$ cat src/common/rv_pkg.sv
package rv_pkg;

    typedef logic [31:0] word_t;
    typedef logic [4:0]  reg_addr_t;
    typedef logic [3:0]  alu_op_t;
    typedef logic [1:0]  fwd_sel_t;

    // RV32I major opcodes
    localparam logic [6:0] OPC_OP     = 7'b0110011;
    localparam logic [6:0] OPC_OP_IMM = 7'b0010011;
    localparam logic [6:0] OPC_LUI    = 7'b0110111;
    localparam logic [6:0] OPC_LOAD   = 7'b0000011;
    localparam logic [6:0] OPC_STORE  = 7'b0100011;
    localparam logic [6:0] OPC_BRANCH = 7'b1100011;
    localparam logic [6:0] OPC_JAL    = 7'b1101111;

    localparam alu_op_t ALU_ADD    = 4'd0;
    localparam alu_op_t ALU_SUB    = 4'd1;
    localparam alu_op_t ALU_SLL    = 4'd2;
    localparam alu_op_t ALU_SLT    = 4'd3;
    localparam alu_op_t ALU_SLTU   = 4'd4;
    localparam alu_op_t ALU_XOR    = 4'd5;
    localparam alu_op_t ALU_SRL    = 4'd6;
    localparam alu_op_t ALU_SRA    = 4'd7;
    localparam alu_op_t ALU_OR     = 4'd8;
    localparam alu_op_t ALU_AND    = 4'd9;
    localparam alu_op_t ALU_PASS_B = 4'd10;

    localparam fwd_sel_t FWD_RF  = 2'd0;
    localparam fwd_sel_t FWD_EX  = 2'd1;
    localparam fwd_sel_t FWD_MEM = 2'd2;

    // addi x0, x0, 0
    localparam word_t NOP_INSTR = 32'h0000_0013;
    localparam word_t RESET_PC  = 32'h0000_0000;

    typedef struct packed {
        logic  valid;
        word_t pc;
        word_t instr;
    } if_id_t;

    typedef struct packed {
        logic      valid;
        word_t     pc;
        word_t     op_a;
        word_t     op_b;
        word_t     imm;
        reg_addr_t rd;
        reg_addr_t rs2;
        alu_op_t   alu_op;
        logic      use_imm;
        logic      is_load;
        logic      is_store;
        logic      is_branch;
        logic      branch_ne;
        logic      is_jal;
        logic      reg_we;
    } id_ex_t;

    typedef struct packed {
        logic      valid;
        word_t     result;
        word_t     store_data;
        reg_addr_t rd;
        logic      is_load;
        logic      is_store;
        logic      reg_we;
    } ex_mem_t;

    typedef struct packed {
        logic      valid;
        word_t     wb_data;
        reg_addr_t rd;
        logic      reg_we;
    } mem_wb_t;

endpackage

$ cat src/core/mem_stage.sv
`timescale 1ns/1ps

module mem_stage (
    input  logic            clk,
    input  logic            i_rst_n,
    input  logic            i_freeze,
    input  rv_pkg::ex_mem_t i_ex_mem,
    input  rv_pkg::word_t   i_dmem_rdata,
    output logic            o_dmem_req,
    output logic            o_dmem_we,
    output rv_pkg::word_t   o_dmem_addr,
    output rv_pkg::word_t   o_dmem_wdata,
    output rv_pkg::word_t   o_mem_fwd,
    output rv_pkg::mem_wb_t o_mem_wb
);

    assign o_dmem_req   = i_ex_mem.valid && (i_ex_mem.is_load || i_ex_mem.is_store);
    assign o_dmem_we    = i_ex_mem.valid && i_ex_mem.is_store;
    assign o_dmem_addr  = i_ex_mem.result;
    assign o_dmem_wdata = i_ex_mem.store_data;

    // Writeback value, also the MEM forward
    assign o_mem_fwd = i_ex_mem.is_load ? i_dmem_rdata : i_ex_mem.result;

    always_ff @(posedge clk) begin
        if (!i_rst_n) begin
            o_mem_wb.valid <= 1'b0;
        end else if (!i_freeze) begin
            o_mem_wb.valid   <= i_ex_mem.valid;
            o_mem_wb.wb_data <= o_mem_fwd;
            o_mem_wb.rd      <= i_ex_mem.rd;
            o_mem_wb.reg_we  <= i_ex_mem.reg_we;
        end
    end

    a_we_needs_req: assert property (@(posedge clk) disable iff (!i_rst_n)
        o_dmem_we |-> o_dmem_req)
        else $error("data write without request");

    // A waiting access must not change under the memory
    a_req_stable: assert property (@(posedge clk) disable iff (!i_rst_n)
        o_dmem_req && i_freeze |=> $stable({o_dmem_we, o_dmem_addr, o_dmem_wdata}))
        else $error("data request changed while frozen");

endmodule

$ cat config.mk
export PLATFORM = sky130hd
export DESIGN_NAME = mem_stage
export DESIGN_NICKNAME = d
export VERILOG_FILES = /design/src/common/rv_pkg.sv /design/src/core/mem_stage.sv
export SDC_FILE = /design/constraint.sdc
export NUM_CORES = 1
export LEC_CHECK = 0
export BUFFER_PORTS_ARGS = -buffer_cell sky130_fd_sc_hd__buf_2
export CAP_MARGIN = 5
export CORE_ASPECT_RATIO = 0.75
export CORE_MARGIN = 10
export CORE_UTILIZATION = 37
export CTS_CLUSTER_SIZE = 25
export DETAILED_ROUTE_END_ITERATION = 6
export PLACE_DENSITY = 0.95
export REMOVE_ABC_BUFFERS = 1
export SYNTH_ARGS = -nofsm -noshare
export SYNTH_HDL_FRONTEND = slang
export SYNTH_SLANG_ARGS = --single-unit
$ cat constraint.sdc
create_clock -name clk -period 5.5 [get_ports clk]
set_input_delay 0.55 -clock clk [delete_from_list [all_inputs] [get_ports clk]]
set_output_delay 0.55 -clock clk [all_outputs]
set_load 0.005 [all_outputs]
Word level (Yosys, flattened, before mapping). Index checks and enable logic that the tools add are counted.

Register bits: 39. Bits of input ports: 108. Word-level logic and storage cells: 10. Output and inout bits: 137.

Reductions and logical operators: 4. Bitwise logic cells: 1. Mux-type cells: 1.

Operators with widths (count): 2-to-1 mux 32 bit (1); logical AND 1 bit (2); AND reduction 2 bit (1); logical OR 1 bit (1); NOT 1 bit (1).

Longest topological paths before layout.
Depth after elaboration: 2. Mapped depth: 3. Depth with buffers taken out: 2.

Worst setup path before layout. OpenSTA, ideal clock, no wires.

Path type: in2reg. Start point: input i_freeze. End point: register o_mem_wb[0] (netlist bit) (enable). Path buffers: 0. Stages: 1. Arrival: 2267 ps. Library setup time: 438 ps. Slack: 2795 ps. Required time: 5062 ps. Cell sequence: nor2b_1.

Longest elaborated chain between the ends: 2.

Ends and longest elaborated chain: from (decl) (line mem_stage.sv:6) `input logic i_freeze,`; NOT 1 bit (no line); AND reduction 2 bit (no line); to (decl) (line mem_stage.sv:14) `output rv_pkg::mem_wb_t o_mem_wb`.

No other way between the ends. A chain may end at the register's enable or synchronous reset.

Worst setup path in the final report.
Start point: input i_ex_mem[2] (netlist bit). End point: output o_mem_fwd[29].

Longest elaborated chain between the ends: 1.

Ends and longest elaborated chain: from (decl) (line mem_stage.sv:7) `input rv_pkg::ex_mem_t i_ex_mem,`; 2-to-1 mux 32 bit (line mem_stage.sv:23) `assign o_mem_fwd = i_ex_mem.is_load ? i_dmem_rdata : i_ex_mem.result;`; to (decl) (line mem_stage.sv:13) `output rv_pkg::word_t o_mem_fwd,`.

No other way between the ends.

==> results.md <==
* Clk slew on worst S/H paths at 0.07 ns
* First-pass GRT wire length at 10100 um
* Htree depth at 2
* Clk buf depth at 2
* Post-Syn Instances at 144
* Worst path max stage delay at 0.78 ns
* Routability congestion estimate from global placement at 0.766
* Actual slew at the worst max-slew pin at 1.04 ns
* Reg with most FFs: o_mem_wb
* Family with the most delay on the worst path: buffers and inverters
* Sequential-to-total area share from yosys stat at 52.3%
* Largest net degree at the start of global routing at 39
* WL/cell at 21.7 um
* Antenna diodes at 0
* Synth Cell Area at 2220 sq um
* Cts bufs inserted at 5
* P_leak at 1.39 nW
* GRT Total Usage at 14.6%
* Max-cap violations at 0
* Critical Path Fanout Max at 33
* Worst Setup End Kind: primary output
* Arr. time, crit path at 1.89 ns
* Largest registers: o_mem_wb x39
* Post-CTS Hold Buffers at 0
* Die X at 109 um
* Synth Warn # at 0
* Initial antenna violation count at 0
* IO Port Bufs at 180
* Flops & latches, synth at 39
* Die Area at 9530 sq um
* Worst min path class: primary input to register
* Postcts setup bufs at 0
* Worst clock skew at 0 ns
* Post-layout min period at 2.44 ns
* TNS Setup at 0 ns
* Synth cell types at 11
* Clk_lat worst skew at 0.28 ns
* Reg2reg start: o_mem_wb[38]
* HP Start: i_ex_mem[7]
* CTS-repair resized insts at 0
* CP cell instances: buf_2 > mux2_2 > buf_2
* CP dominant cell by count: buf_2
* DIE HEIGHT at 87.1 um
* Final Hold Fails at 0
* Share of post-route cells with drive strength above 1 at 82.6%
* Tcrit/Tclk final at 44.5%
* Via count at 1511
* Effective utilization at floorplan at 38.1%
* Max reg flops at 39
* Worst EP required at 4.95 ns
* Buffers plus inverters on the worst setup path at 2
* Worst VDD drop at 0.0000982 V
* Core ar. at 5830 sq um
* Final routed DRC violation total at 0
* Antenna Nets Post-Route at 0
* RSZ-0062 raised after global routing: no
* Crit Path Category: primary input to primary output
* Cell Rows at 24
* Drt via density at 4.42
* Root Buffer: clkbuf_8
* Final-report setup violation count at 0
* Pwr dens at 246 nW/um^2
* Critical path's slowest cell: buf_2
* First-pass iteration count of the detailed router at 4
* Sink Count at 39
* Area grow syn2layout at 24.1%
* FMAX at 409 MHz
* Startpoint types: primary input
* Nets at 371
* Vias in the first global route at 1797
* Total power at 0.678 mW
* Global route total overflow at 0
* Fin. max-slew vios at 0
* Outcome: finished clean
* Avg Inst Size Synth at 15.4 sq um
* CTS tree: done
* Critical Path Source: i_ex_mem[2]
* Top Ports at 245
* DR iter-0 viols at 33
* Slew headroom at 30.5%
* Final WL at 7430 um
## worst paths after layout
kind	slack (ns)	cells after the start	to
worst max-delay path	3.06	3	o_mem_fwd[29]
worst min-delay path	0.44	1	o_mem_wb[5]
worst max register to register	4.88	2	o_mem_wb[38]
worst min register to register	0.55	2	o_mem_wb[38]
## per-stage QoR
| step | hold WS [ns] | area [sq um] | std cells | setup WS (ns) | utilization (%) |
|---|---|---|---|---|---|
| after global placement | 0.498 | 2670 | 334 | 3.10 | 45.9 |
| after CTS | 0.429 | 2750 | 342 | 3.03 | 47.3 |
| final | 0.441 | 2750 | 342 | 3.06 | 47.3 |
| after floorplan | 0.511 | 1670 | 76 | 2.80 | - |
| after detailed placement | 0.533 | 2670 | 334 | 3.03 | 45.9 |
| after global routing | 0.421 | 2750 | 342 | 2.98 | 47.3 |
## cell families (layout without fill, tap and decap cells)
kind of cell,after synthesis,count (layout),synth area share [%]
buffers and inverters,68,188,24.9
DFF,39,39,52.3
muxes,33,33,21.6
and+or+nand+nor,3,3,0.846
AOI/OAI and AO/OA,1,1,0.339
## cell usage in the layout, fill, tap and decap left out, drive strengths merged
| cell type | instances |
|---|---|
| o21a | 1 |
| nor2b | 2 |
| buf | 180 |
| mux2i | 1 |
| edfxtp | 38 |
| clkbuf | 6 |
| and2 | 1 |
| dfxtp | 1 |
| mux2 | 32 |
| clkinv | 2 |
## per-layer routing
layer	GRT usage (%)	part of all wire [%]	vias up	routed length (um)
met5	6.04	0.93	-	69
met4	3.54	0.67	2	50
met3	12.4	18	7	1360
met2	20.8	43	147	3190
met1	15.6	37	674	2760
li1	-	-	681	-
## cell usage after synthesis
library cell   n  area share (%)
buf_4         64              22
edfxtp_1      38              51
mux2_4        29              20
buf_12         3             2.7
mux2_2         3             1.5
nor2b_1        2            0.56
and2_1         1            0.28
buf_6          1            0.51
dfxtp_1        1            0.90
mux2i_1        1            0.45
o21a_1         1            0.34
## power by group
group / internal (mW) / leakage [nW] / switching (mW) / total (mW)
sequential: 0.351 / 0.365 / 0.00472 / 0.356
clock: 0.0865 / 0.0403 / 0.0928 / 0.179
combinational: 0.0804 / 0.980 / 0.0617 / 0.142
total: 0.518 / 1.39 / 0.159 / 0.678
## cell type report
type	instances	area [sq um]
Clock buffer	6	72.6
Clock inverter	2	7.51
Fill cell	533	3070
Multi-Input combinational cell	37	513
Sequential cell	39	1160
Tap cell	78	97.6
Timing Repair Buffer	180	901
Power figures use the tool's default switching activity.
