<file path="src/common/rv_pkg.sv">
package rv_pkg;

    typedef logic [31:0] word_t;
    typedef logic [4:0]  reg_addr_t;
    typedef logic [3:0]  alu_op_t;
    typedef logic [1:0]  fwd_sel_t;

    // RV32I major opcodes
    localparam logic [6:0] OPC_OP     = 7'b0110011;
    localparam logic [6:0] OPC_OP_IMM = 7'b0010011;
    localparam logic [6:0] OPC_LUI    = 7'b0110111;
    localparam logic [6:0] OPC_LOAD   = 7'b0000011;
    localparam logic [6:0] OPC_STORE  = 7'b0100011;
    localparam logic [6:0] OPC_BRANCH = 7'b1100011;
    localparam logic [6:0] OPC_JAL    = 7'b1101111;

    localparam alu_op_t ALU_ADD    = 4'd0;
    localparam alu_op_t ALU_SUB    = 4'd1;
    localparam alu_op_t ALU_SLL    = 4'd2;
    localparam alu_op_t ALU_SLT    = 4'd3;
    localparam alu_op_t ALU_SLTU   = 4'd4;
    localparam alu_op_t ALU_XOR    = 4'd5;
    localparam alu_op_t ALU_SRL    = 4'd6;
    localparam alu_op_t ALU_SRA    = 4'd7;
    localparam alu_op_t ALU_OR     = 4'd8;
    localparam alu_op_t ALU_AND    = 4'd9;
    localparam alu_op_t ALU_PASS_B = 4'd10;

    localparam fwd_sel_t FWD_RF  = 2'd0;
    localparam fwd_sel_t FWD_EX  = 2'd1;
    localparam fwd_sel_t FWD_MEM = 2'd2;

    // addi x0, x0, 0
    localparam word_t NOP_INSTR = 32'h0000_0013;
    localparam word_t RESET_PC  = 32'h0000_0000;

    typedef struct packed {
        logic  valid;
        word_t pc;
        word_t instr;
    } if_id_t;

    typedef struct packed {
        logic      valid;
        word_t     pc;
        word_t     op_a;
        word_t     op_b;
        word_t     imm;
        reg_addr_t rd;
        reg_addr_t rs2;
        alu_op_t   alu_op;
        logic      use_imm;
        logic      is_load;
        logic      is_store;
        logic      is_branch;
        logic      branch_ne;
        logic      is_jal;
        logic      reg_we;
    } id_ex_t;

    typedef struct packed {
        logic      valid;
        word_t     result;
        word_t     store_data;
        reg_addr_t rd;
        logic      is_load;
        logic      is_store;
        logic      reg_we;
    } ex_mem_t;

    typedef struct packed {
        logic      valid;
        word_t     wb_data;
        reg_addr_t rd;
        logic      reg_we;
    } mem_wb_t;

endpackage

</file>
<file path="src/core/fetch_stage.sv">
`timescale 1ns/1ps

module fetch_stage (
    input  logic            clk,
    input  logic            i_rst_n,
    input  logic            i_stall,
    input  logic            i_freeze,
    input  logic            i_flush,
    input  rv_pkg::word_t   i_target,
    input  rv_pkg::word_t   i_instr,
    output rv_pkg::word_t   o_pc,
    output rv_pkg::if_id_t  o_if_id
);

    rv_pkg::word_t pc_q;

    assign o_pc = pc_q;

    always_ff @(posedge clk) begin
        if (!i_rst_n) begin
            pc_q          <= rv_pkg::RESET_PC;
            o_if_id.valid <= 1'b0;
        end else if (!i_freeze) begin
            if (i_flush) begin
                // Wrong-path word is dropped
                pc_q          <= i_target;
                o_if_id.valid <= 1'b0;
                o_if_id.pc    <= pc_q;
                o_if_id.instr <= rv_pkg::NOP_INSTR;
            end else if (!i_stall) begin
                pc_q          <= pc_q + 32'd4;
                o_if_id.valid <= 1'b1;
                o_if_id.pc    <= pc_q;
                o_if_id.instr <= i_instr;
            end
        end
    end

    a_pc_aligned: assert property (@(posedge clk) disable iff (!i_rst_n)
        pc_q[1:0] == 2'b00)
        else $error("fetch PC not word aligned");

endmodule

</file>
<file path="config.mk">
export PLATFORM = sky130hd
export DESIGN_NAME = fetch_stage
export DESIGN_NICKNAME = d
export VERILOG_FILES = /design/src/common/rv_pkg.sv /design/src/core/fetch_stage.sv
export SDC_FILE = /design/constraint.sdc
export NUM_CORES = 1
export LEC_CHECK = 0
export BUFFER_PORTS_ARGS = -buffer_cell sky130_fd_sc_hd__buf_2
export CORE_MARGIN = 2
export CORE_UTILIZATION = 38
export CTS_CLUSTER_SIZE = 20
export DETAILED_ROUTE_END_ITERATION = 12
export SLEW_MARGIN = 20
export SYNTH_ARGS = -nofsm -noshare
export SYNTH_HDL_FRONTEND = slang
export SYNTH_SLANG_ARGS = --single-unit
</file>
<file path="constraint.sdc">
create_clock -name clk -period 3.4 [get_ports clk]
set_clock_uncertainty 0.15 [all_clocks]
set_input_delay 0.17 -clock clk [delete_from_list [all_inputs] [get_ports clk]]
set_output_delay 0.17 -clock clk [all_outputs]
set_load 0.05 [all_outputs]
</file>
### Word level (Yosys, flattened, before mapping)

Cells that the tools add are included.

* bitwise operators: 1
* reductions and logical operators: 2
* equal/unequal tests: 1
* add/subtract/negate cells: 1
* multiplexer cells: 4

Operators by type and width (count)
* $mux 65: 2
* $mux 32: 2
* $add 32x3->32 const B: 1
* $reduce_and 3->1: 1
* $ne 2x1->1 const B: 1
* $reduce_and 2->1: 1
* $not 1->1: 1

* output and inout port bits: 97
* word-level logic and storage cells: 13
* input port bits: 69
* register bits after elaboration: 97

### Longest topological paths before layout

* depth in word-level cells: 3
* gate-level depth with buffers: 7
* mapped depth without buffers: 5

### Worst setup path before layout

Ideal clock, no wire load.

* kind: input port to flip-flop
* start point: in i_stall
* end point: reg o_if_id[0] in the netlist's numbering (enable)
* setup slack: 502 ps
* setup time: 418 ps
* buffers on the path: 2
* stages on the path: 6
* arrival time: 2330 ps
* required time: 2832 ps
* path through: clkbuf_1 nor2b_1 nor2_1 clkbuf_1 nand2_1 inv_1

* cells in the longest elaborated chain, start to end: 2

Ends and longest elaborated chain
* start, declared: RTL line fetch_stage.sv:6 `input logic i_stall,`
* $ne 2x1->1 (no source line)
* $reduce_and 3->1 (no source line)
* end, declared: RTL line fetch_stage.sv:12 `output rv_pkg::if_id_t o_if_id`

Every way passes these cells.
A chain may end at the register's enable or synchronous reset.

### Worst setup path in the final report

* start point: reg pc_q[2], in the netlist o_pc[2]
* end point: reg pc_q[22], in the netlist o_pc[22]

* cells in the longest elaborated chain, start to end: 3

Ends and longest elaborated chain
* start, declared: RTL line fetch_stage.sv:15 `rv_pkg::word_t pc_q;`
* start signal, assigned: RTL line fetch_stage.sv:21 `pc_q <= rv_pkg::RESET_PC;`
* start signal, assigned: RTL line fetch_stage.sv:26 `pc_q <= i_target;`
* start signal, assigned: RTL line fetch_stage.sv:31 `pc_q <= pc_q + 32'd4;`
* $add 32x3->32: RTL line fetch_stage.sv:31
* $mux 32: RTL line fetch_stage.sv:30 `end else if (!i_stall) begin`
* $mux 32: RTL line fetch_stage.sv:24 `if (i_flush) begin`

Every way passes these cells. The select of a mux whose other input is x is not followed.

==> out/results.md <==
| Group | Item | This run |
| --- | --- | --- |
| status | Result of the run | finished with violations |
| status | Failing checks | negative hold slack |
| logic synthesis | Warnings from Yosys | 0 |
| layout | Number of nets in the finished design | 666 |
| worst setup path | Reg2reg setup slack | 1110 ps |
| logic synthesis | Primary FF master, synth | edfxtp_1 |
| layout | Final antenna diode count | 0 |
| timing | RSZ-0062 raised after global routing | false |
| timing | Max-slew violation count | 0 |
| logic synthesis | Cell accounting for the most synthesized area | edfxtp_1 |
| worst setup path | Type of origin of the critical path | register |
| logic synthesis | Share of async-settable or async-resettable flops after synthesis | 0 |
| layout | Share of layout cells above drive strength 1 | 0.333 |
| detailed routing | DRC | 0 |
| power | Sequential cell fraction of total power | 0.476 |
| clock tree | Clock sinks | 97 |
| timing | Maximum clock frequency | 437 MHz |
| clock tree | TritonCTS clock tree | done |
| worst setup path | Cell-by-cell trace of the critical path | ha_1 -> and3_1 -> nand3_1 -> or4_1 -> a31oi_1 |
| worst setup path | Family with the most delay on the worst path | simple AND/OR/NAND/NOR gates |
| worst setup path | WP data arrival | 2400 ps |
| grt | GRT Util Overall | 0.208 |
| clock tree | Cell at the root of the clock tree | clkbuf_16 |
| worst setup path | Highest fanout seen on the critical path | 9 |
| logic synthesis | Top post-synthesis cells by count | edfxtp_1, nor2b_1, dfxtp_1 |
| detailed routing | Total via count after detailed routing | 4057 |
| logic synthesis | Synthesized Nets | 472 |
| layout | Layout Area Growth over Synthesis | 36.8% |
| place | Standard cell area after detailed placement | 0.00539 mm^2 |
| timing | Share of the clock period used by the worst path after layout | 0.673 |
| worst setup path | Crit path largest cell delay | 480 ps |
| timing | Final setup violation count | 0 |
| logic synthesis | Cell types occupying the most area after synthesis | edfxtp_1, dfxtp_1, nor2b_1 |
| logic synthesis | Top cell type's share of synthesized area | 0.436 |
| detailed routing | Number of design-rule violations left by the first detailed-router iteration | 381 |
| power | VDD IR-drop max | 362 uV |
| worst setup path | Critical path buffer and inverter count | 0 |
| clock tree | Clock slew at reported path FFs | 60 ps |
| clock tree | CTS max path bufs | 2 |
| power | Switching fraction of total power | 0.294 |
| floorplan | Die Footprint | 0.0125 mm^2 |
| place | # port buffers | 165 |
| grt | Global-route wire length before repair | 20.5 mm |
| power | Switching power summed over all nets | 0.000854 W |
| detailed routing | 1st-pass router iterations | 4 |
| logic synthesis | Share of the yosys chip area belonging to registers | 0.586 |
| power | Clock power frac | 0.345 |
| logic synthesis | Number of different library cells in the post-synthesis netlist | 56 |
| logic synthesis | EDFF count, synth | 64 |
| timing | Transition time at the pin with the least slew margin | 849 ps |
| timing | Number of hold violations in the final report | 1 |
| power | Total power divided by cell area | 482 mW/mm^2 |
| logic synthesis | Post-synthesis cell count | 402 |
| hold path | Class of the tightest hold or removal check | primary input to register |
| worst setup path | Kind of end point of the critical path | register |
| grt | Vias in the first global route | 3874 |
| floorplan | Chip width | 112 um |
| grt | Initial antenna violation count | 0 |
| layout | Design area | 0.00603 mm^2 |
| place | Half-perimeter wire length of the detailed placement result | 8.85 mm |
| logic synthesis | Netlist area before placement | 0.00441 mm^2 |
| worst setup path | Data required time of the critical path | 3520 ps |
| floorplan | Count of standard-cell rows | 39 |
| grt | Maximum number of pins on one net before global-route repair | 44 |
| clock tree | Clock network latency to the later pin of the worst-skew pair | 350 ps |
| logic synthesis | Top-count cell post-synth | edfxtp_1 |
| timing | Aggregate negative setup slack | 0 ps |
| worst setup path | Library cell contributing the largest single delay on the critical path | dfxtp_1 |
| floorplan | Initial Util | 0.388 |
| power | Internal power component | 0.00205 W |
| timing | Smallest hold slack | -1.10 ps |
| logic synthesis | Syn Area/Cell | 11.0 um^2 |
| detailed routing | Remaining antenna violation count after routing | 0 |
| clock tree | CTS Buf Count | 9 |
| detailed routing | Final WL | 13.0 mm |
| place | Routability Congestion | 0.926 |
| detailed routing | Vias/cell | 5.45 |
| timing | Max-slew headroom at the worst pin | 0.433 |
| grt | Sum of overflow across all layers after global routing | 0 |
| clock tree | Number of levels the H-tree was split into | 3 |
| detailed routing | Average wire per cell in the routed design | 17.5 um |
| floorplan | Core box area | 0.0114 mm^2 |
| timing | Time the final worst path needs with I/O delays and setup | 2290 ps |
| logic synthesis | Synthesis-stage register bit count | 97 |
| power | Share of power burned in combinational logic | 0.178 |
| worst setup path | Type of the worst setup path | register to register |
| job | Max-cap viol count | 0 |
| floorplan | Chip height | 112 um |
| floorplan | I/O pin total | 166 |
| power | LEAKAGE | 2.39 nW |
worst register-to-register path, cell delays in order (launching register included):
cell and delay (ps):
dfxtp_1 480, ha_1 280, and3_1 450, nand3_1 240
or4_1 440, a31oi_1 170
sequential cells by signal, indices dropped and copies added, names as in the netlist:
register  count
o_if_id      65
o_pc         32
cell usage in the layout (no fill, tap or decap), drive strengths merged, types with 8 or more instances in the layout:
cell and instances:
nand2 26, nor2 19, nor2b 34, dlygate4sd3 35, a31oi 11, clkbuf 11
nor4 10, nand3 21, dfxtp 33, a21oi 25, nand4 11, and3 8
buf 175, o21ai 15, edfxtp 64, and4 10
layout make-up:
type,count,area (um^2)
Fill cell,1044,5340
Sequential cell,97,2580
Multi-Input combinational cell,271,1690
Timing Repair Buffer,210,1260
Clock buffer,11,233
Tap cell,143,179
Clock inverter,5,56.3
Inverter,7,26.3
worst paths after layout:
path	from	to	depth (start not counted)
max	o_pc[2]	o_pc[22]	5
min	i_instr[2]	o_if_id[2]	2
max reg2reg	o_pc[2]	o_pc[22]	5
min reg2reg	o_pc[1]	o_if_id[33]	0
cell families (layout without fill, tap and decap cells):
kind of cell,Yosys count,in the layout,synth area share
AND/OR/NAND/NOR,173,173,0.230
buffers and inverters,34,233,0.0306
AO/OA/AOI/OAI,88,88,0.130
flip-flops,97,97,0.586
adder cells (fa/ha/maj),1,1,0.00284
multiplexers,9,9,0.0210
stage by stage:
stage	total power [W]	hold WS [ps]	setup WS, ps	std cells	utilization
CTS	0.00293	1.40	1140	743	0.530
floorplan	0.00174	167	502	402	-
global placement	0.00189	259	1190	693	0.474
finish	0.00291	-1.10	1110	744	0.531
global route	0.00302	6.97	948	744	0.531
detailed placement	0.00190	276	1140	693	0.474
layer usage:
| layer | vias to the layer above | global-route usage | routed length, um | part of all wire |
|---|---|---|---|---|
| met5 | - | 0 | 0 | 0 |
| met4 | 0 | 0.0568 | 182 | 0.014 |
| met3 | 18 | 0.0555 | 1130 | 0.087 |
| met2 | 204 | 0.333 | 5990 | 0.46 |
| met1 | 1903 | 0.282 | 5740 | 0.44 |
| li1 | 1932 | - | - | - |
power groups by stage:
stage          Clock (W)  Sequential [W]  Combinational (W)
2_1_floorplan          0         0.00162           0.000124
3_3_place_gp           0         0.00141           0.000486
3_5_place_dp           0         0.00141           0.000488
4_1_cts          0.00103         0.00138           0.000519
5_1_grt          0.00107         0.00139           0.000548
6_report         0.00100         0.00138           0.000518
what timing repair did:
action | 4_1_cts | 5_1_grt
endpoints found under the hold margin | 34 | 1
gates resized for setup | 0 | 0
buffers inserted | 0 | 0
hold buffers | 34 | 1
No activity file was read; power rests on OpenSTA's default activity.
