$ cat config.mk
export PLATFORM = sky130hd
export DESIGN_NAME = decode_stage
export DESIGN_NICKNAME = d
export VERILOG_FILES = /design/src/common/rv_pkg.sv /design/src/core/decode_stage.sv
export SDC_FILE = /design/constraint.sdc
export NUM_CORES = 1
export LEC_CHECK = 0
export BUFFER_PORTS_ARGS = -buffer_cell sky130_fd_sc_hd__buf_2
export CAP_MARGIN = 20
export CORE_AREA = 4 4 141 143
export CTS_CLUSTER_DIAMETER = 50
export DETAILED_ROUTE_END_ITERATION = 10
export DIE_AREA = 0 0 145 147
export PLACE_DENSITY = 0.72
export SLEW_MARGIN = 10
export SYNTH_ARGS = -nofsm -noshare
export SYNTH_HDL_FRONTEND = slang
export SYNTH_SLANG_ARGS = --single-unit
$ cat constraint.sdc
create_clock -name clk -period 10.7 [get_ports clk]
set_clock_uncertainty 0.1 [all_clocks]
set_input_delay 2.14 -clock clk [delete_from_list [all_inputs] [get_ports clk]]
set_output_delay 2.14 -clock clk [all_outputs]
set_load 0.005 [all_outputs]
$ cat src/common/rv_pkg.sv
package rv_pkg;

    typedef logic [31:0] word_t;
    typedef logic [4:0]  reg_addr_t;
    typedef logic [3:0]  alu_op_t;
    typedef logic [1:0]  fwd_sel_t;

    // RV32I major opcodes
    localparam logic [6:0] OPC_OP     = 7'b0110011;
    localparam logic [6:0] OPC_OP_IMM = 7'b0010011;
    localparam logic [6:0] OPC_LUI    = 7'b0110111;
    localparam logic [6:0] OPC_LOAD   = 7'b0000011;
    localparam logic [6:0] OPC_STORE  = 7'b0100011;
    localparam logic [6:0] OPC_BRANCH = 7'b1100011;
    localparam logic [6:0] OPC_JAL    = 7'b1101111;

    localparam alu_op_t ALU_ADD    = 4'd0;
    localparam alu_op_t ALU_SUB    = 4'd1;
    localparam alu_op_t ALU_SLL    = 4'd2;
    localparam alu_op_t ALU_SLT    = 4'd3;
    localparam alu_op_t ALU_SLTU   = 4'd4;
    localparam alu_op_t ALU_XOR    = 4'd5;
    localparam alu_op_t ALU_SRL    = 4'd6;
    localparam alu_op_t ALU_SRA    = 4'd7;
    localparam alu_op_t ALU_OR     = 4'd8;
    localparam alu_op_t ALU_AND    = 4'd9;
    localparam alu_op_t ALU_PASS_B = 4'd10;

    localparam fwd_sel_t FWD_RF  = 2'd0;
    localparam fwd_sel_t FWD_EX  = 2'd1;
    localparam fwd_sel_t FWD_MEM = 2'd2;

    // addi x0, x0, 0
    localparam word_t NOP_INSTR = 32'h0000_0013;
    localparam word_t RESET_PC  = 32'h0000_0000;

    typedef struct packed {
        logic  valid;
        word_t pc;
        word_t instr;
    } if_id_t;

    typedef struct packed {
        logic      valid;
        word_t     pc;
        word_t     op_a;
        word_t     op_b;
        word_t     imm;
        reg_addr_t rd;
        reg_addr_t rs2;
        alu_op_t   alu_op;
        logic      use_imm;
        logic      is_load;
        logic      is_store;
        logic      is_branch;
        logic      branch_ne;
        logic      is_jal;
        logic      reg_we;
    } id_ex_t;

    typedef struct packed {
        logic      valid;
        word_t     result;
        word_t     store_data;
        reg_addr_t rd;
        logic      is_load;
        logic      is_store;
        logic      reg_we;
    } ex_mem_t;

    typedef struct packed {
        logic      valid;
        word_t     wb_data;
        reg_addr_t rd;
        logic      reg_we;
    } mem_wb_t;

endpackage

$ cat src/core/decode_stage.sv
`timescale 1ns/1ps

module decode_stage (
    input  logic              clk,
    input  logic              i_rst_n,
    input  rv_pkg::if_id_t    i_if_id,
    input  rv_pkg::word_t     i_rf_a,
    input  rv_pkg::word_t     i_rf_b,
    input  rv_pkg::fwd_sel_t  i_fwd_a,
    input  rv_pkg::fwd_sel_t  i_fwd_b,
    input  rv_pkg::word_t     i_ex_fwd,
    input  rv_pkg::word_t     i_mem_fwd,
    input  logic              i_stall,
    input  logic              i_freeze,
    input  logic              i_flush,
    output rv_pkg::reg_addr_t o_rs1,
    output rv_pkg::reg_addr_t o_rs2,
    output logic              o_uses_rs1,
    output logic              o_uses_rs2,
    output rv_pkg::id_ex_t    o_id_ex
);

    rv_pkg::word_t   instr;
    logic [6:0]      opcode;
    logic [2:0]      funct3;
    logic [6:0]      funct7;
    rv_pkg::word_t   imm_i;
    rv_pkg::word_t   imm_s;
    rv_pkg::word_t   imm_b;
    rv_pkg::word_t   imm_u;
    rv_pkg::word_t   imm_j;
    rv_pkg::alu_op_t alu_op;
    rv_pkg::id_ex_t  id_ex_d;

    function automatic rv_pkg::word_t fwd_mux(rv_pkg::fwd_sel_t sel, rv_pkg::word_t rf,
                                              rv_pkg::word_t ex, rv_pkg::word_t mem);
        case (sel)
            rv_pkg::FWD_EX:  return ex;
            rv_pkg::FWD_MEM: return mem;
            default:         return rf;
        endcase
    endfunction

    assign instr  = i_if_id.instr;
    assign opcode = instr[6:0];
    assign funct3 = instr[14:12];
    assign funct7 = instr[31:25];
    assign o_rs1  = instr[19:15];
    assign o_rs2  = instr[24:20];

    assign imm_i = {{20{instr[31]}}, instr[31:20]};
    assign imm_s = {{20{instr[31]}}, instr[31:25], instr[11:7]};
    assign imm_b = {{19{instr[31]}}, instr[31], instr[7], instr[30:25], instr[11:8], 1'b0};
    assign imm_u = {instr[31:12], 12'b0};
    assign imm_j = {{11{instr[31]}}, instr[31], instr[19:12], instr[20], instr[30:21], 1'b0};

    assign o_uses_rs1 = i_if_id.valid && (opcode inside {rv_pkg::OPC_OP, rv_pkg::OPC_OP_IMM,
                        rv_pkg::OPC_LOAD, rv_pkg::OPC_STORE, rv_pkg::OPC_BRANCH});
    assign o_uses_rs2 = i_if_id.valid &&
                        (opcode inside {rv_pkg::OPC_OP, rv_pkg::OPC_STORE, rv_pkg::OPC_BRANCH});

    always_comb begin
        case (funct3)
            3'b000:  alu_op = (opcode == rv_pkg::OPC_OP && funct7[5]) ? rv_pkg::ALU_SUB
                                                                       : rv_pkg::ALU_ADD;
            3'b001:  alu_op = rv_pkg::ALU_SLL;
            3'b010:  alu_op = rv_pkg::ALU_SLT;
            3'b011:  alu_op = rv_pkg::ALU_SLTU;
            3'b100:  alu_op = rv_pkg::ALU_XOR;
            3'b101:  alu_op = funct7[5] ? rv_pkg::ALU_SRA : rv_pkg::ALU_SRL;
            3'b110:  alu_op = rv_pkg::ALU_OR;
            default: alu_op = rv_pkg::ALU_AND;
        endcase
        // Address math for memory ops
        if (opcode == rv_pkg::OPC_LUI) begin
            alu_op = rv_pkg::ALU_PASS_B;
        end else if (opcode != rv_pkg::OPC_OP && opcode != rv_pkg::OPC_OP_IMM) begin
            alu_op = rv_pkg::ALU_ADD;
        end
    end

    always_comb begin
        id_ex_d        = '0;
        id_ex_d.valid  = i_if_id.valid && !i_stall && !i_flush;
        id_ex_d.pc     = i_if_id.pc;
        id_ex_d.op_a   = fwd_mux(i_fwd_a, i_rf_a, i_ex_fwd, i_mem_fwd);
        id_ex_d.op_b   = fwd_mux(i_fwd_b, i_rf_b, i_ex_fwd, i_mem_fwd);
        id_ex_d.rd     = instr[11:7];
        id_ex_d.rs2    = o_rs2;
        id_ex_d.alu_op = alu_op;
        case (opcode)
            rv_pkg::OPC_OP: begin
                id_ex_d.reg_we = 1'b1;
            end
            rv_pkg::OPC_OP_IMM: begin
                id_ex_d.imm     = imm_i;
                id_ex_d.use_imm = 1'b1;
                id_ex_d.reg_we  = 1'b1;
            end
            rv_pkg::OPC_LUI: begin
                id_ex_d.imm     = imm_u;
                id_ex_d.use_imm = 1'b1;
                id_ex_d.reg_we  = 1'b1;
            end
            rv_pkg::OPC_LOAD: begin
                id_ex_d.imm     = imm_i;
                id_ex_d.use_imm = 1'b1;
                id_ex_d.is_load = 1'b1;
                id_ex_d.reg_we  = 1'b1;
            end
            rv_pkg::OPC_STORE: begin
                id_ex_d.imm      = imm_s;
                id_ex_d.use_imm  = 1'b1;
                id_ex_d.is_store = 1'b1;
            end
            rv_pkg::OPC_BRANCH: begin
                id_ex_d.imm       = imm_b;
                id_ex_d.is_branch = 1'b1;
                id_ex_d.branch_ne = funct3[0];
            end
            rv_pkg::OPC_JAL: begin
                id_ex_d.imm    = imm_j;
                id_ex_d.is_jal = 1'b1;
                id_ex_d.reg_we = 1'b1;
            end
            default: ;
        endcase
    end

    always_ff @(posedge clk) begin
        if (!i_rst_n) begin
            o_id_ex.valid <= 1'b0;
        end else if (!i_freeze) begin
            o_id_ex <= id_ex_d;
        end
    end

endmodule

# After elaboration in Yosys (flattened, before gate mapping)
# Cells that the tools add are included.
[totals]
register_bits = 150
in_bits = 202
out_inout_bits = 162
[op_classes]
mux = 13
eq_ne = 19
n_reduce_logical = 16
n_bitwise = 1
[op_table]
columns = ["operator", "n"]
rows = [
  ["$pmux 32 s5", 1],
  ["$pmux 32 s2", 2],
  ["$pmux 4 s7", 1],
  ["$eq 7x6->1 const B", 3],
  ["$eq 7x7->1 const B", 2],
  ["$eq 3x3->1 const B", 3],
  ["$eq 7x2->1 const B", 1],
  ["$eq 7x5->1 const B", 1],
  ["$mux 1", 7],
  ["$ne 7x5->1 const B", 1],
  ["$ne 7x6->1 const B", 1],
  ["$eq 3x2->1 const B", 2],
  ["$logic_and 1x1->1", 6],
  ["$reduce_bool 5->1", 1],
  ["$reduce_or 5->1", 1],
  ["$eq 2x1->1 const B", 2],
  ["$eq 2x2->1 const B", 2],
  ["$mux 4", 1],
  ["$reduce_or 2->1", 2],
  ["$reduce_or 4->1", 1],
  ["$eq 3x1->1 const B", 1],
  ["$logic_not 3->1", 1],
  ["$reduce_bool 3->1", 1],
  ["$logic_not 1->1", 2],
  ["other kinds (3)", 3],
]

# Longest topological paths before layout
[logic_depth]
depth_word = 5
mapped_depth = 6

# Least setup slack after synthesis
# No wires, ideal clock.
[synth_path]
path_type = "input -> register"
start = "input i_freeze"
end = "register o_id_ex[0] (netlist bit), enable pin"
n_path_buf = 0
arrival_ns = 8.746
required_ns = 9.920
path_stages = 1
setup_ns = 0.680
slack_ns = 1.174
cell_sequence = "nor2b_1"
[synth_between]
elab_chain_len = 2
[synth_rtl]
columns = ["item", "line_no", "rtl"]
rows = [
  ["from (decl)", "decode_stage.sv:14", "input logic i_freeze,"],
  ["$not 1->1 (no line)", "--", ""],
  ["$reduce_and 2->1 (no line)", "--", ""],
  ["to (signal assigned)", "decode_stage.sv:134", "o_id_ex <= id_ex_d;"],
  ["to (decl)", "decode_stage.sv:20", "output rv_pkg::id_ex_t o_id_ex"],
]
# Every way passes these cells.
# A chain may end at the register's enable or synchronous reset.

# Worst setup path after layout
[layout_path]
start = "input i_if_id[2] (netlist bit)"
end = "output o_uses_rs2"
[layout_between]
elab_chain_len = 3
elab_cells_between_ends = 5
[layout_rtl]
columns = ["item", "line_no", "rtl"]
rows = [
  ["from (decl)", "decode_stage.sv:6", "input rv_pkg::if_id_t i_if_id,"],
  ["$eq 7x6->1 or $eq 7x7->1 (tied branches)", "decode_stage.sv:60", "(opcode inside {rv_pkg::OPC_OP, rv_pkg::OPC_STORE, rv_pkg::OPC_BRANCH});"],
  ["$reduce_bool 3->1 (*)", "decode_stage.sv:60", ""],
  ["$logic_and 1x1->1 (*)", "decode_stage.sv:59", "assign o_uses_rs2 = i_if_id.valid &&"],
  ["to (decl)", "decode_stage.sv:19", "output logic o_uses_rs2,"],
]
# Mark *: on every way between the ends. The rest lies on a longest branch, timed or not.

==> run_results.csv <==
group,metric,value,unit
global_routing,track_usage,17.78,%
layout,final_util,48.44,%
worst_setup_path,path_cells,"buf_2 > nand3b_4 > a2111oi_0 > buf_2",
clock_network,postCtsSetupRepairBufs,0,
clock_network,clock_latency,410,ps
power_and_ir_drop,p_per_area,166.6,mW/mm²
sta,rsz0062_at_grt,"no",
sta,setup_viol,0,
worst_setup_path,cp-end-kind,"primary output",
clock_network,cts_buffers,17,
power_and_ir_drop,p_sw,373.3,µW
synthesis,syn_area,0.006399,mm²
placed_design,dpl.cell_count,1053,
clock_network,cts_tree,"done",
synthesis,synth_seq_cells,150,
power_and_ir_drop,ir_drop,0.09583,mV
worst_setup_path,crit_arrival,3040,ps
synthesis,synth_nets,697,
clock_network,cts-hold-fix-buffers,0,
power_and_ir_drop,leakagePower,0.003769,µW
worst_setup_path,startpoint_type,"input pin",
sta,relSlewSlack,32.80,%
floorplanning,die_y,147,µm
synthesis,yosysSeqAreaShare,70.24,%
layout,drive_gt1_share,48.47,%
worst_setup_path,crit_buf_inv,2,
placed_design,io_buffers,363,
floorplanning,start_util,34.44,%
clock_network,cts-resized-gates,0,
worst_setup_path,crit_family,"compound AO/OA/AOI/OAI gates",
worst_setup_path,r2r_slack,10010,ps
worst_setup_path,slowest_stage,"a2111oi_0",
sta,hold_viol,0,
sta,tightest_slew,1008,ps
worst_setup_path,path_depth,4,
layout,largest_reg_flops,150,
drt,drtAntennaViolNets,0,
sta,fmax,189.5,MHz
floorplanning,num_io_pins,364,
power_and_ir_drop,p_sw_share,24.90,%
floorplanning,rows,50,
clock_network,path_clk_slew,60,ps
layout,fin_cells,1086,
clock_network,clock-sinks,150,
sta,fin_crit_sh,49.32,%
global_routing,antenna_found_initial,0,
global_routing,grt_overflow,0,
layout,top_register,"o_id_ex",
layout,nNetsFinal,1045,
drt,vias,5389,
job,cap_violations,0,
sta,drv_slew,0,
synthesis,ys.flop_type,"edfxtp_1",
sta,min_period,5277,ps
floorplanning,chipWidth,145,µm
synthesis,synth_area_per_cell,13.03,µm²
power_and_ir_drop,p_seq_share,47.0,%
power_and_ir_drop,p_int,1126,µW
drt,via_per_inst,4.962,
worst_setup_path,crit_required,8460,ps
drt,detail_route.first_pass.iterations,5,
drt,drt_wl_total,20.06,mm
worst_setup_path,crit_type,"in -> out",
worst_setup_path,crit_fanout,9,
clock_network,cts_root_buf,"clkbuf_16",
placed_design,gp_congestion,0.8559,
min_path,min_delay_path_depth,2,
global_routing,grt_pass1_wl,29.41,mm
drt,drt-initial-drc-count,282,
global_routing,grt_pass1_vias,5318,
synthesis,synth_edf_count,149,
placed_design,place_hpwl,15.04,mm
min_path,min_path_type,"reg -> reg",
clock_network,clockBufferDepth,2,
layout,area_growth,40.65,%
synthesis,synthArstFlopShare,0,%
sta,finalSetupTns,0,ps
worst_setup_path,cp_common_cell,"buf_2",
layout,diodes,0,
global_routing,grt_max_degree,86,
status,outcome,"finished clean",
power_and_ir_drop,combPwrFrac,11.9,%
clock_network,htree_levels,4,
worst_setup_path,rr_worst_depth,2,
synthesis,syn_inst,491,
worst_setup_path,max_stage_delay,390,ps
synthesis,yosysWarningCount,0,
power_and_ir_drop,p_clk_share,41.1,%
floorplanning,die-area,0.02132,mm²
layout,largestRegisters,"o_id_ex (150)",
floorplanning,core_area,0.01858,mm²
drt,wire_per_inst,18.47,µm
synthesis,yosysUniqueCellTypes,38,
drt,drc,0,
[per-layer routing]
| layer | up-vias | global-route usage (%) | part of all wire, % |
|---|---|---|---|
| met5 | - | 0 | 0 |
| met4 | 0 | 5.843 | 1.9 |
| met3 | 23 | 7.650 | 11 |
| met2 | 310 | 31.41 | 50 |
| met1 | 2501 | 19.32 | 37 |
| li1 | 2555 | - | - |
[worst min-delay path: cells and delay by family (launching register included)]
kind	cells	cell delay [ps]
AOI/OAI and AO/OA	1	60
DFF	1	320
and+or+nand+nor	1	90
[cell usage in the layout, fill, tap and decap left out, drive strengths merged, types with 3 or more instances in the layout]
cell type and n:
o21ai 68, nand2 93, a22o 4, nor3 6, edfxtp 149, nor2b 9
inv 17, ha 4, clkinvlp 3, a22oi 65, clkbuf 17, buf 370
a21oi 4, a21o 9, nor2 9, or3 3
[area by class of cell]
cell class | count | area, µm²
timing repair buffer | 370 | 1889
inverter | 7 | 26.28
fill | 1712 | 9580
clock inverter | 15 | 177.7
sequential | 150 | 4494
tap | 234 | 292.8
clock buffer | 17 | 425.4
multi-input combinational | 293 | 1694
[cells in the mapped netlist, types with 4 or more instances]
| library cell | number | area, µm² |
|---|---|---|
| o21ai_0 | 67 | 335.3 |
| a22oi_1 | 65 | 488.0 |
| nor2_1 | 9 | 33.78 |
| a22o_1 | 4 | 35.03 |
| buf_4 | 10 | 75.07 |
| clkbuf_1 | 27 | 101.4 |
| nor2b_1 | 9 | 56.30 |
| nand2_1 | 93 | 349.1 |
| a21o_1 | 9 | 67.56 |
| inv_1 | 7 | 26.28 |
| a21oi_1 | 4 | 20.02 |
| edfxtp_1 | 149 | 4474 |
| ha_1 | 4 | 50.05 |
[power by group through the flow]
stage	Combinational, µW	Sequential (µW)	Clock (µW)
3_5_place_dp	177	718	0
4_1_cts	178	705	633
3_3_place_gp	174	716	0
5_1_grt	195	709	654
6_report	178	704	616
2_1_floorplan	63.4	729	0
[final timing paths]
check | start | end
min reg2reg | o_id_ex[149] | o_id_ex[149]
min | o_id_ex[149] | o_id_ex[149]
max reg2reg | o_id_ex[149] | o_id_ex[149]
max | i_if_id[2] | o_uses_rs2
[through the flow]
| stage | instance area [µm²] | power [µW] | worst slack (ps) | hold slack (ps) |
|---|---|---|---|---|
| final | 9000 | 1499 | 5423 | 411.7 |
| after CTS | 8972 | 1516 | 5446 | 418.1 |
| after detailed placement | 8369 | 895.5 | 5459 | 403.9 |
| after floorplan | 6399 | 792.8 | 1174 | 402.7 |
| after global routing | 9000 | 1558 | 5382 | 473.2 |
| after global placement | 8369 | 889.8 | 5506 | 393.4 |
[logic make-up after synthesis]
logic type / Yosys count / synth area share [%]
compound gates: 157 / 15.84
fa+ha+maj: 4 / 0.7822
simple gates: 132 / 9.562
flops: 150 / 70.24
buf+inv: 48 / 3.578
(Power assumes the default switching activity.)
